--- config.mk ---
export PLATFORM = sky130hd
export DESIGN_NAME = stack_core
export DESIGN_NICKNAME = d
export VERILOG_FILES = /design/src/source/stack_pkg.sv /design/src/source/stack_core.sv /design/src/source/packet_merger.sv /design/src/source/flit_assembler.sv
export SDC_FILE = /design/constraint.sdc
export NUM_CORES = 1
export LEC_CHECK = 0
export ABC_AREA = 1
export CORE_AREA = 2 2 85 87
export CTS_BUF_LIST = sky130_fd_sc_hd__clkbuf_4 sky130_fd_sc_hd__clkbuf_8 sky130_fd_sc_hd__clkbuf_16
export DETAILED_ROUTE_END_ITERATION = 10
export DIE_AREA = 0 0 87 89
export DONT_BUFFER_PORTS = 1
export PLACE_DENSITY_LB_ADDON = 0.08
export SYNTH_ARGS = -nofsm -noshare
export SYNTH_HDL_FRONTEND = slang
export SYNTH_SLANG_ARGS = --single-unit
--- constraint.sdc ---
create_clock -name osc -period 2.95 [get_ports osc]
set_input_delay 0 -clock osc [delete_from_list [all_inputs] [get_ports osc]]
set_output_delay 0 -clock osc [all_outputs]
set_load 0.01 [all_outputs]
--- src/source/stack_pkg.sv ---
// shared types for the stack routing core
package stack_pkg;

	localparam int payload_w = 10;           // payload bits per flit
	localparam int data_w = 2 * payload_w;   // two flits per word

	// side tag values as seen by the BD chip
	localparam logic side_top = 1'b1;
	localparam logic side_bot = 1'b0;

	// flit from a neighbor board, 11 bits
	typedef struct packed {
		logic                 tail;     // packet end, or resync on a first flit
		logic [payload_w-1:0] payload;
	} flit_t;

	// assembled word, assembler to merger
	typedef struct packed {
		logic              last;   // last word of its packet
		logic [data_w-1:0] data;   // first payload in upper half
	} word_t;

	// word toward the BD chip
	typedef struct packed {
		logic              side;   // 1 top, 0 bottom
		logic              last;
		logic [data_w-1:0] data;
	} bd_word_t;

	// assembler FSM
	typedef enum logic [1:0] {
		want_high,   // waiting for first flit of a pair
		want_low,    // upper half stored, waiting for second
		hold         // word built, waiting for merger
	} asm_state_e;

	// merger FSM
	typedef enum logic [1:0] {
		pick,        // between packets, round-robin choice
		stay_top,    // inside a top packet
		stay_bot     // inside a bottom packet
	} merge_state_e;

endpackage
--- src/source/stack_core.sv ---
`timescale 1ns/1ns
// routing core, neighbor boards toward the BD chip
module stack_core (
	input  logic                osc,         // single clock for the core
	input  logic                reset,       // sync, active high
	input  stack_pkg::flit_t    top_flit,    // from board above
	input  logic                top_valid,
	output logic                top_ready,
	input  stack_pkg::flit_t    bot_flit,    // from board below
	input  logic                bot_valid,
	output logic                bot_ready,
	output stack_pkg::bd_word_t bd_word,     // toward BD
	output logic                bd_valid,
	input  logic                bd_ready
);
	import stack_pkg::*;

	// assembler to merger links
	word_t top_word;
	logic  top_word_valid;
	logic  top_word_ready;
	word_t bot_word;
	logic  bot_word_valid;
	logic  bot_word_ready;

	// upper neighbor
	flit_assembler top_asm (
		.osc        (osc),
		.reset      (reset),
		.flit       (top_flit),
		.flit_valid (top_valid),
		.flit_ready (top_ready),
		.word       (top_word),
		.word_valid (top_word_valid),
		.word_ready (top_word_ready)
	);

	// lower neighbor
	flit_assembler bot_asm (
		.osc        (osc),
		.reset      (reset),
		.flit       (bot_flit),
		.flit_valid (bot_valid),
		.flit_ready (bot_ready),
		.word       (bot_word),
		.word_valid (bot_word_valid),
		.word_ready (bot_word_ready)
	);

	// packet-wise round robin into the output register
	packet_merger merger (
		.osc       (osc),
		.reset     (reset),
		.top_word  (top_word),
		.top_valid (top_word_valid),
		.top_ready (top_word_ready),
		.bot_word  (bot_word),
		.bot_valid (bot_word_valid),
		.bot_ready (bot_word_ready),
		.bd_word   (bd_word),
		.bd_valid  (bd_valid),
		.bd_ready  (bd_ready)
	);

endmodule

--- src/source/packet_merger.sv ---
`timescale 1ns/1ns
// merges top and bottom word streams, one whole packet at a time
module packet_merger (
	input  logic                osc,
	input  logic                reset,       // sync, active high
	input  stack_pkg::word_t    top_word,    // from top assembler
	input  logic                top_valid,
	output logic                top_ready,
	input  stack_pkg::word_t    bot_word,    // from bottom assembler
	input  logic                bot_valid,
	output logic                bot_ready,
	output stack_pkg::bd_word_t bd_word,     // to BD chip
	output logic                bd_valid,
	input  logic                bd_ready
);
	import stack_pkg::*;

	merge_state_e state;
	logic         rr_top;    // round-robin pointer, 1 favors top
	logic         sel_top;   // granted side this cycle
	logic         load;      // output register free for a new word
	logic         take;      // word moves into the output register
	word_t        in_word;   // word from the granted side

	// empty, or being emptied this cycle
	assign load = !bd_valid || bd_ready;

	// grant
	always_comb begin
		case (state)
			pick: begin
				// favored side if it has a word, else the other
				if (rr_top)
					sel_top = top_valid || !bot_valid;
				else
					sel_top = top_valid && !bot_valid;
			end
			stay_top: sel_top = 1'b1;   // locked until last
			stay_bot: sel_top = 1'b0;
			default:  sel_top = rr_top;
		endcase
	end

	// only the granted side ever sees ready
	assign top_ready = load && sel_top;
	assign bot_ready = load && !sel_top;

	assign take    = sel_top ? (top_ready && top_valid) : (bot_ready && bot_valid);
	assign in_word = sel_top ? top_word : bot_word;

	// packet tracking and pointer
	always_ff @(posedge osc) begin
		if (reset) begin
			state <= pick;
			rr_top <= 1'b1;   // top first after reset
		end else if (take) begin
			if (in_word.last) begin
				state <= pick;
				rr_top <= !sel_top;   // next packet favors the other side
			end else begin
				state <= sel_top ? stay_top : stay_bot;
			end
		end
	end

	// output register valid flag
	always_ff @(posedge osc) begin
		if (reset)
			bd_valid <= 1'b0;
		else if (take)
			bd_valid <= 1'b1;    // shows the cycle after the take
		else if (bd_ready)
			bd_valid <= 1'b0;    // drained, nothing new
	end

	// output register payload, tagged with its side
	always_ff @(posedge osc) begin
		if (take) begin
			bd_word.side <= sel_top ? side_top : side_bot;
			bd_word.last <= in_word.last;
			bd_word.data <= in_word.data;
		end
	end

	// BD sees a frozen word while it stalls
	bd_word_stable: assert property (
		@(posedge osc) disable iff (reset)
		bd_valid && !bd_ready |=> bd_valid && $stable(bd_word)
	) else $error("packet_merger: bd_word changed under back-pressure");

	// one side at a time
	one_ready: assert property (
		@(posedge osc) disable iff (reset)
		!(top_ready && bot_ready)
	) else $error("packet_merger: both sides ready");

endmodule

--- src/source/flit_assembler.sv ---
`timescale 1ns/1ns
// pairs flits from one neighbor board into 20-bit words
module flit_assembler (
	input  logic             osc,          // board oscillator
	input  logic             reset,        // sync, active high
	input  stack_pkg::flit_t flit,         // from neighbor
	input  logic             flit_valid,
	output logic             flit_ready,
	output stack_pkg::word_t word,         // to merger
	output logic             word_valid,
	input  logic             word_ready
);
	import stack_pkg::*;

	asm_state_e           state;
	logic [payload_w-1:0] high_half;   // payload of the first flit
	logic                 flit_take;   // flit handshake this cycle
	logic                 word_take;   // word handshake this cycle
	logic                 high_load;   // first flit of a pair accepted
	logic                 low_load;    // second flit accepted, word completes

	// a built word that is not yet taken blocks the flit link
	assign flit_ready = !word_valid;

	assign flit_take = flit_valid && flit_ready;
	assign word_take = word_valid && word_ready;

	// tail on a first flit is a resync and loads nothing
	assign high_load = flit_take && (state == want_high) && !flit.tail;
	assign low_load  = flit_take && (state == want_low);

	// control path
	always_ff @(posedge osc) begin
		if (reset) begin
			state <= want_high;
			word_valid <= 1'b0;
		end else begin
			case (state)
				want_high: begin
					// resync flit is swallowed here, pairing restarts
					if (high_load)
						state <= want_low;
				end
				want_low: begin
					if (low_load) begin
						state <= hold;
						word_valid <= 1'b1;   // visible the cycle after
					end
				end
				hold: begin
					if (word_take) begin
						state <= want_high;
						word_valid <= 1'b0;
					end
				end
				default: begin
					state <= want_high;   // unused encoding
					word_valid <= 1'b0;
				end
			endcase
		end
	end

	// payload path
	always_ff @(posedge osc) begin
		if (high_load)
			high_half <= flit.payload;   // upper half first
		if (low_load) begin
			word.data <= {high_half, flit.payload};
			word.last <= flit.tail;      // tail on second flit ends the packet
		end
	end

	// held word must not move until the merger takes it
	word_stable: assert property (
		@(posedge osc) disable iff (reset)
		word_valid && !word_ready |=> $stable(word) && word_valid
	) else $error("flit_assembler: word changed under back-pressure");

	// no flit accepted while a word waits
	hold_blocks_flits: assert property (
		@(posedge osc) disable iff (reset)
		(state == hold) |-> !flit_ready
	) else $error("flit_assembler: flit_ready high in hold");

endmodule

# [Word level (Yosys, flattened, before mapping)]
# Cells that the tools add are included.
[classes] eq_ne=12 muxes=23 n_bitwise=2 n_reduce_logical=30
[op_table] op="$mux W21" n=1
[op_table] op="$mux W2" n=8
[op_table] op="$logic_and A1 B1 Y1" n=13
[op_table] op="$ne A2 B1 Y1 const B" n=6
[op_table] op="$pmux W2 S3" n=2
[op_table] op="$reduce_and A3 Y1" n=4
[op_table] op="$mux W1" n=9
[op_table] op="$pmux W1 S3" n=3
[op_table] op="$eq A2 B1 Y1 const B" n=3
[op_table] op="$eq A2 B2 Y1 const B" n=3
[op_table] op="$logic_not A1 Y1" n=6
[op_table] op="$logic_not A2 Y1" n=3
[op_table] op="$logic_or A1 B1 Y1" n=2
[op_table] op="$not A1 Y1" n=2
[op_table] op="$reduce_and A2 Y1" n=1
[op_table] op="$reduce_bool A2 Y1" n=1
[word_totals] ff_bits=94 inputBits=27

# [Depth between registers and ports, before layout]
# Gate-level depths: netlist (run 1).
[logic_depth] word_depth=9 mapped_depth=9 mapped_depth_nobuf=9

# [Hierarchy]
# Synthesis (run 1) repeated with hierarchy kept, for this count alone.
[hier_totals] hier_cells=237 hier_area_um2=3330.7
[modules_own_cells] mod="flit_assembler" n_inst=2 cells_per_inst=56 area_each_um2=1089.8
[modules_own_cells] mod="packet_merger" n_inst=1 cells_per_inst=125 area_each_um2=1151.1

# [Least setup slack after synthesis (run 1)]
# OpenSTA, ideal clock, no wires.
[synth_path] path_kind="reg2reg" from="register top_asm.word_valid" to="register top_asm.word[0] in the netlist's numbering (enable)" setup_ns=0.430 arrival_time_ns=2.081 required_time_ns=2.520 setup_slack_ns=0.440 path_stages_with_launch=4 path_buffers=0 cell_sequence="dfxtp_1 inv_1 nand2_1 nor3_1"
[synth_via] elab_chain_len=3
[synth_lines] element="start: declaration" line_no="flit_assembler.sv:10" rtl="output logic word_valid,"
[synth_lines] element="start signal: assignment" line_no="flit_assembler.sv:36" rtl="word_valid <= 1'b0;"
[synth_lines] element="start signal: assignment" line_no="flit_assembler.sv:47" rtl="word_valid <= 1'b1;"
[synth_lines] element="start signal: assignment" line_no="flit_assembler.sv:53" rtl="word_valid <= 1'b0;"
[synth_lines] element="$logic_not A1 Y1" line_no="flit_assembler.sv:23" rtl="assign flit_ready = !word_valid;"
[synth_lines] element="named net top_ready" line_no="stack_core.sv:8" rtl="output logic top_ready,"
[synth_lines] element="$logic_and A1 B1 Y1" line_no="flit_assembler.sv:25" rtl="assign flit_take = flit_valid && flit_ready;"
[synth_lines] element="$logic_and A1 B1 Y1" line_no="flit_assembler.sv:30" rtl="assign low_load = flit_take && (state == want_low);"
[synth_lines] element="named net top_asm.low_load" line_no="flit_assembler.sv:20" rtl="logic low_load;"
[synth_lines] element="end: declaration" line_no="flit_assembler.sv:9" rtl="output stack_pkg::word_t word,"
# The timed path passes the listed nets, and every way through them passes these cells.
# A chain may end at the register's enable or synchronous reset.

# [Worst setup path in the final report (run 1)]
[layout_path] from="register merger.state[1]" to="register merger.bd_valid"
[layout_via] elab_chain_len=7 elab_cells_between_ends=12
[layout_lines] element="start: declaration" line_no="packet_merger.sv:18" rtl="merge_state_e state;"
[layout_lines] element="start signal: assignment" line_no="packet_merger.sv:54" rtl="state <= pick;"
[layout_lines] element="start signal: assignment" line_no="packet_merger.sv:58" rtl="state <= pick;"
[layout_lines] element="start signal: assignment" line_no="packet_merger.sv:61" rtl="state <= sel_top ? stay_top : stay_bot;"
[layout_lines] element="$eq A2 B2 Y1, or another cell as far along" line_no="packet_merger.sv:30" rtl="case (state)"
[layout_lines] element="$pmux W1 S3 *" line_no="packet_merger.sv:30"
[layout_lines] element="$logic_not A1 Y1" line_no="packet_merger.sv:46" rtl="assign bot_ready = load && !sel_top;"
[layout_lines] element="$logic_and A1 B1 Y1" line_no="packet_merger.sv:46"
[layout_lines] element="$logic_and A1 B1 Y1" line_no="packet_merger.sv:48" rtl="assign take = sel_top ? (top_ready && top_valid) : (bot_ready && bot_valid);"
[layout_lines] element="$mux W1 *" line_no="packet_merger.sv:48"
[layout_lines] element="named net merger.take" line_no="packet_merger.sv:22" rtl="logic take;"
[layout_lines] element="$mux W1 or $reduce_bool A2 Y1 (tied branches)"
[layout_lines] element="end signal: assignment" line_no="packet_merger.sv:69" rtl="bd_valid <= 1'b0;"
[layout_lines] element="end signal: assignment" line_no="packet_merger.sv:71" rtl="bd_valid <= 1'b1;"
[layout_lines] element="end signal: assignment" line_no="packet_merger.sv:73" rtl="bd_valid <= 1'b0;"
[layout_lines] element="end: declaration" line_no="packet_merger.sv:13" rtl="output logic bd_valid,"
# Mark *: on every way through the listed nets, which the timed path passes. The rest lies on a longest branch.

==> impl_metrics.csv, run 1 <==
group,metric,value,unit
status,status,"finished, final reports clean",
sta,slew_headroom,51.6,%
sta,min_period,2.17,ns
drt,avgRoutedWirePerCell,16.3,um
grt,antenna_found_initial,0,
sta,hold_viol,0,
layout,drive_gt1_share,12.0,%
power,p_leak,1.39,nW
logic_synthesis,synth.avg_cell_area,15.1,sq um
layout,area_growth,17.8,%
worst_setup_path,crit_type,"flip-flop to flip-flop",
sta,fin_tns_setup,0,ns
layout,final_nets,281,
layout,layout_commonest_cell,"edfxtp_1",
power,p_total,2.57,mW
power,seqPwrFrac,59.4,%
die,start_util,49.3,%
sta,finClkSkew,0.00929,ns
worst_setup_path,start_kind,"flip-flop",
clocking,postCtsSetupBuffers,0,
worst_setup_path,critical_path.slowest_cell,"o21ai_4",
power,p_sw_share,20.6,%
drt,ant_nets,0,
place,dp_hpwl,3540,um
die,coreArea,6720,sq um
worst_setup_path,worst_ep_required_time,3.19,ns
drt,drtPass1Iterations,4,
worst_setup_path,end_kind,"flip-flop",
clocking,cts_resized,0,
die,dieWidth,87,um
drt,post_drt_via_cell_ratio,5.21,
worst_setup_path,crit_chain,"inv_1 > o21ai_4 > nand2_4 > nand2_4 > nand2_4 > o21ai_0 > inv_1",
logic_synthesis,synth_top_cell_by_area,"edfxtp_1",
power,powerDensity,657,nW/um^2
clocking,cts_tree,"built",
clocking,clk_latency,0.35,ns
grt,grt_pass1_vias,1844,
drt,post-route-drc-count,0,
clocking,clockBufferDepth,2,
clocking,cts.sinks,94,
drt,drt_wl_total,5520,um
clocking,h-tree-depth,3,
grt,grt_max_degree,27,
drt,vias,1765,
logic_synthesis,synth_area,3320,sq um
sta,slew_violations,0,
sta,setup-violations-final,0,
logic_synthesis,yosysTopAreaCellShare,76.1,%
logic_synthesis,ys_seq_elements,94,
sta,tightest_slew,0.720,ns
worst_setup_path,critPathArrivalTime,2.41,ns
logic_synthesis,seq_area_frac_synth,82.1,%
power,ir_worst_vdd,0.321,mV
layout,final_cell_mix,"edfxtp_1, nand2_1, dlygate4sd3_1",
logic_synthesis,synthCells,220,
logic_synthesis,ys_types,20,
clocking,clk_pin_slew_worst_paths,0.08,ns
worst_setup_path,path_max_fanout,26,
worst_setup_path,slowest_delay,0.51,ns
grt,grt-ovfl-total,0,
clocking,cts_inserted_buffers,9,
sta,whs,0.0502,ns
run,drv_cap,0,
logic_synthesis,synth_fp_nets,247,
grt,grt_use_total,15.8,%
worst_setup_path,crit_top_cell,"nand2_4",
power,clkPwrFrac,35.4,%
place,routabilityCongestion,0.865,
power,p_int,2.04,mW
sta,fmax,462,MHz
sta,grt_setup_unrepaired,"no",
die,rows,30,
logic_synthesis,synth.top_cells.by_area,"edfxtp_1, dfxtp_1, nand2_1, nand3_1, inv_1",
logic_synthesis,yosysWarnings,0,
grt,grt_pass1_wl,8880,um
die,ioPinCount,52,
layout,n_antenna_cell,0,
min_path,hold_class,"input port to flip-flop",
sta,period_share,73.5,%
power,combPwrFrac,5.2,%
drt,drtIter0Drc,143,
clocking,clockRootBuffer,"clkbuf_8",
power,p_sw,0.529,mW
die,dieArea,7740,sq um
die,fp.dieH,89,um
place,port_buffers,0,
-- cells in the mapped netlist, drive strengths merged --
master   n
a21oi    9
buf      6
clkbuf   1
dfxtp   10
edfxtp  84
inv     11
nand2   54
nand3   26
nand3b   1
nor2    10
nor3     2
nor4     2
o21ai    4
-- cells by family (layout without fill, tap and decap cells) --
family                 count (synthesis)  in the layout  synth area share (%)
AO/OA/AOI/OAI                         13             13                  2.42
flip-flops                            94             94                  82.1
buffers and inverters                 18             57                  2.41
AND/OR/NAND/NOR                       95             95                  13.1
-- repair_timing --
action                                 in CTS  in global routing
setup endpoints to repair                   0                  0
endpoints found under the hold margin      56                  0
hold buffers                               26                  0
-- layer usage --
layer  part of all wire, %  track usage [%]  vias up
li1                      -                -      851
met1                    43             18.5      860
met2                    51             26.9       46
met3                   4.5             4.34        8
met4                   2.0             8.38        0
met5                     0                0        -
-- worst max-delay path, delay by kind of cell, from the launching register on --
family / cells / cell delay [ns]
AO/OA/AOI/OAI: 2 / 0.77
AND/OR/NAND/NOR: 3 / 0.70
flip-flops: 1 / 0.39
buffers and inverters: 2 / 0.18
-- metrics by stage --
stage	instances	cell area (sq um)	setup slack, ns	utilization [%]
final	339	3910	0.783	58.2
after global placement	297	3430	0.988	51.0
after global routing	339	3910	0.594	58.2
after CTS	339	3910	0.770	58.2
after floorplan	220	3320	0.440	-
after detailed placement	297	3430	0.775	51.0
-- sequential cells by signal, summed over array words and instances (netlist names), 2 cells and up --
name               cells
bot_asm.word          21
merger.state           2
top_asm.state          2
merger.bd_word        22
top_asm.word          21
bot_asm.state          2
bot_asm.high_half     10
top_asm.high_half     10
-- path summary, 6_finish.rpt --
check	cells past startpoint	endpoint	slack [ns]	from
setup reg to reg	7	merger.bd_valid$_SDFFE_PP0P_	0.78	merger.state[1]$_SDFFE_PP0P_
hold reg to reg	0	bot_asm.word[14]$_DFFE_PP_	0.42	bot_asm.high_half[4]$_DFFE_PP_
hold / removal	2	top_asm.high_half[9]$_DFFE_PP_	0.05	top_flit[10]
setup / recovery	7	merger.bd_valid$_SDFFE_PP0P_	0.78	merger.state[1]$_SDFFE_PP0P_
-- final cells by class --
class / count / area (sq um)
fillers: 519 / 2810
flip-flops and latches: 94 / 2720
multi-input cells: 108 / 536
repair buffers: 30 / 290
clock buffers: 10 / 131
well taps: 80 / 100
clock inverters: 6 / 86.3
inverters: 11 / 41.3
-- power by group through the flow --
stage          clock network (mW)  registers, mW  logic [mW]
2_1_floorplan                   0           1.55      0.0752
3_3_place_gp                    0           1.56      0.0952
3_5_place_dp                    0           1.56       0.101
4_1_cts                     0.923           1.53       0.135
5_1_grt                     0.974           1.53       0.151
6_report                    0.909           1.53       0.133
No activity file was read; power rests on OpenSTA's default activity.
==> run 2: changes to the inputs <==
- clock period: 2.95 -> 1.96 ns (I/O delays scaled with it)
==> run 2 against run 1 <==
Effect of this change:
- hold slack improved by 0.25 ns
- critical endpoint is now merger.bd_word[6]$_DFFE_PP_
- non-clock buffer count increased by 7
- clock skew is 0.0023 ns higher
==> impl_metrics.csv, run 2 (synthesis results as in run 1) <==
group,metric,value,unit
status,status,"finished, final reports clean",
min_path,hold_class,"input port to flip-flop",
clocking,cts_inserted_buffers,9,
power,ir_worst_vdd,0.494,mV
clocking,postCtsSetupBuffers,0,
worst_setup_path,critical_path.slowest_cell,"dfxtp_1",
run,drv_cap,0,
sta,slew_headroom,75.4,%
sta,fin_tns_setup,0,ns
clocking,h-tree-depth,3,
die,dieWidth,87,um
grt,grt_max_degree,27,
sta,hold_viol,0,
clocking,clk_latency,0.35,ns
layout,layout_commonest_cell,"edfxtp_1",
grt,grt_use_total,15.7,%
clocking,cts_tree,"built",
grt,antenna_found_initial,0,
clocking,clockRootBuffer,"clkbuf_8",
grt,grt-ovfl-total,0,
drt,vias,1781,
worst_setup_path,cp_top_family,"simple AND/OR/NAND/NOR gates",
die,start_util,49.3,%
sta,fmax,597,MHz
layout,n_antenna_cell,0,
clocking,cts.sinks,94,
layout,regMostFlops,"merger.bd_word",
worst_setup_path,path_max_fanout,26,
sta,min_period,1.68,ns
layout,top_regs,"merger.bd_word: 22 flops, bot_asm.word: 21 flops, top_asm.word: 21 flops",
drt,drt_wl_total,5420,um
drt,ant_nets,0,
place,dp_hpwl,3710,um
layout,drive_gt1_share,14.3,%
place,routabilityCongestion,0.847,
sta,finClkSkew,0.0116,ns
layout,final_cell_mix,"edfxtp_1, nand2_1, dlygate4sd3_1",
worst_setup_path,start_kind,"flip-flop",
drt,drtIter0Drc,83,
clocking,clk_pin_slew_worst_paths,0.09,ns
die,dieArea,7740,sq um
drt,avgRoutedWirePerCell,15.7,um
worst_setup_path,slowest_delay,0.39,ns
layout,final_nets,288,
grt,grt_pass1_wl,8760,um
sta,slew_violations,0,
die,ioPinCount,52,
worst_setup_path,critPathArrivalTime,1.69,ns
worst_setup_path,path_buf_inv,1,
place,place_inst,304,
die,rows,30,
worst_setup_path,crit_chain,"inv_1 > o21ai_4 > nand3_2 > nand2_4",
power,p_leak,1.40,nW
place,port_buffers,0,
sta,tightest_slew,0.367,ns
worst_setup_path,crit_type,"flip-flop to flip-flop",
clocking,clockBufferDepth,2,
layout,instances_no_fill,346,
worst_setup_path,worst_ep_required_time,1.98,ns
drt,post_drt_via_cell_ratio,5.15,
die,coreArea,6720,sq um
power,powerDensity,921,nW/um^2
sta,setup-violations-final,0,
sta,grt_setup_unrepaired,"no",
die,fp.dieH,89,um
drt,drtPass1Iterations,4,
drt,post-route-drc-count,0,
sta,period_share,85.5,%
layout,largest_reg_flops,22,
worst_setup_path,end_kind,"flip-flop",
grt,grt_pass1_vias,1815,
layout,area_growth,18.3,%
-- run 2: timing repair --
| item | CTS | global route |
|---|---|---|
| endpoints found under the hold margin | 60 | 0 |
| gates resized for setup | 0 | 0 |
| hold buffers | 26 | 0 |
-- run 2: stage by stage --
| step | power [mW] | hold WS (ns) | worst slack (ns) | area, sq um | utilization, % |
|---|---|---|---|---|---|
| after CTS | 3.65 | 0.280 | 0.288 | 3920 | 58.4 |
| after global placement | 2.50 | 0.0645 | 0.397 | 3490 | 52.0 |
| after detailed placement | 2.51 | 0.0669 | 0.324 | 3490 | 52.0 |
| final | 3.61 | 0.296 | 0.284 | 3920 | 58.4 |
| after global routing | 3.76 | 0.295 | 0.161 | 3920 | 58.4 |
| after floorplan | 2.45 | 0.0989 | 0.113 | 3340 | - |
-- run 2: layout make-up --
class / count / area, sq um
timing repair buffer: 37 / 343
sequential: 94 / 2720
clock inverter: 6 / 37.5
tap: 80 / 100
multi-input combinational: 108 / 548
fill: 526 / 2800
clock buffer: 10 / 131
inverter: 11 / 41.3
-- run 2: worst paths after layout --
kind,startpoint,end,slack [ns],cells after the start
setup / recovery,merger.state[1]$_SDFFE_PP0P_,merger.bd_word[6]$_DFFE_PP_,0.28,4
hold / removal,bot_flit[0],bot_asm.high_half[0]$_DFFE_PP_,0.30,1
setup reg to reg,merger.state[1]$_SDFFE_PP0P_,merger.bd_word[6]$_DFFE_PP_,0.28,4
hold reg to reg,bot_asm.high_half[3]$_DFFE_PP_,bot_asm.word[13]$_DFFE_PP_,0.42,0
-- run 2: per-layer routing --
layer | wire length [um] | global-route usage (%) | share of wire (%)
met5 | 0 | 0 | 0
met4 | 140 | 9.23 | 2.6
met3 | 271 | 4.34 | 5.0
met1 | 2320 | 18.9 | 43
met2 | 2690 | 25.5 | 50
-- run 2: power by group --
group	total (mW)	switching (mW)	leakage [nW]	internal, mW
Sequential	2.30	0.0326	0.847	2.26
Combinational	0.214	0.130	0.468	0.0832
Clock	1.10	0.631	0.0835	0.471
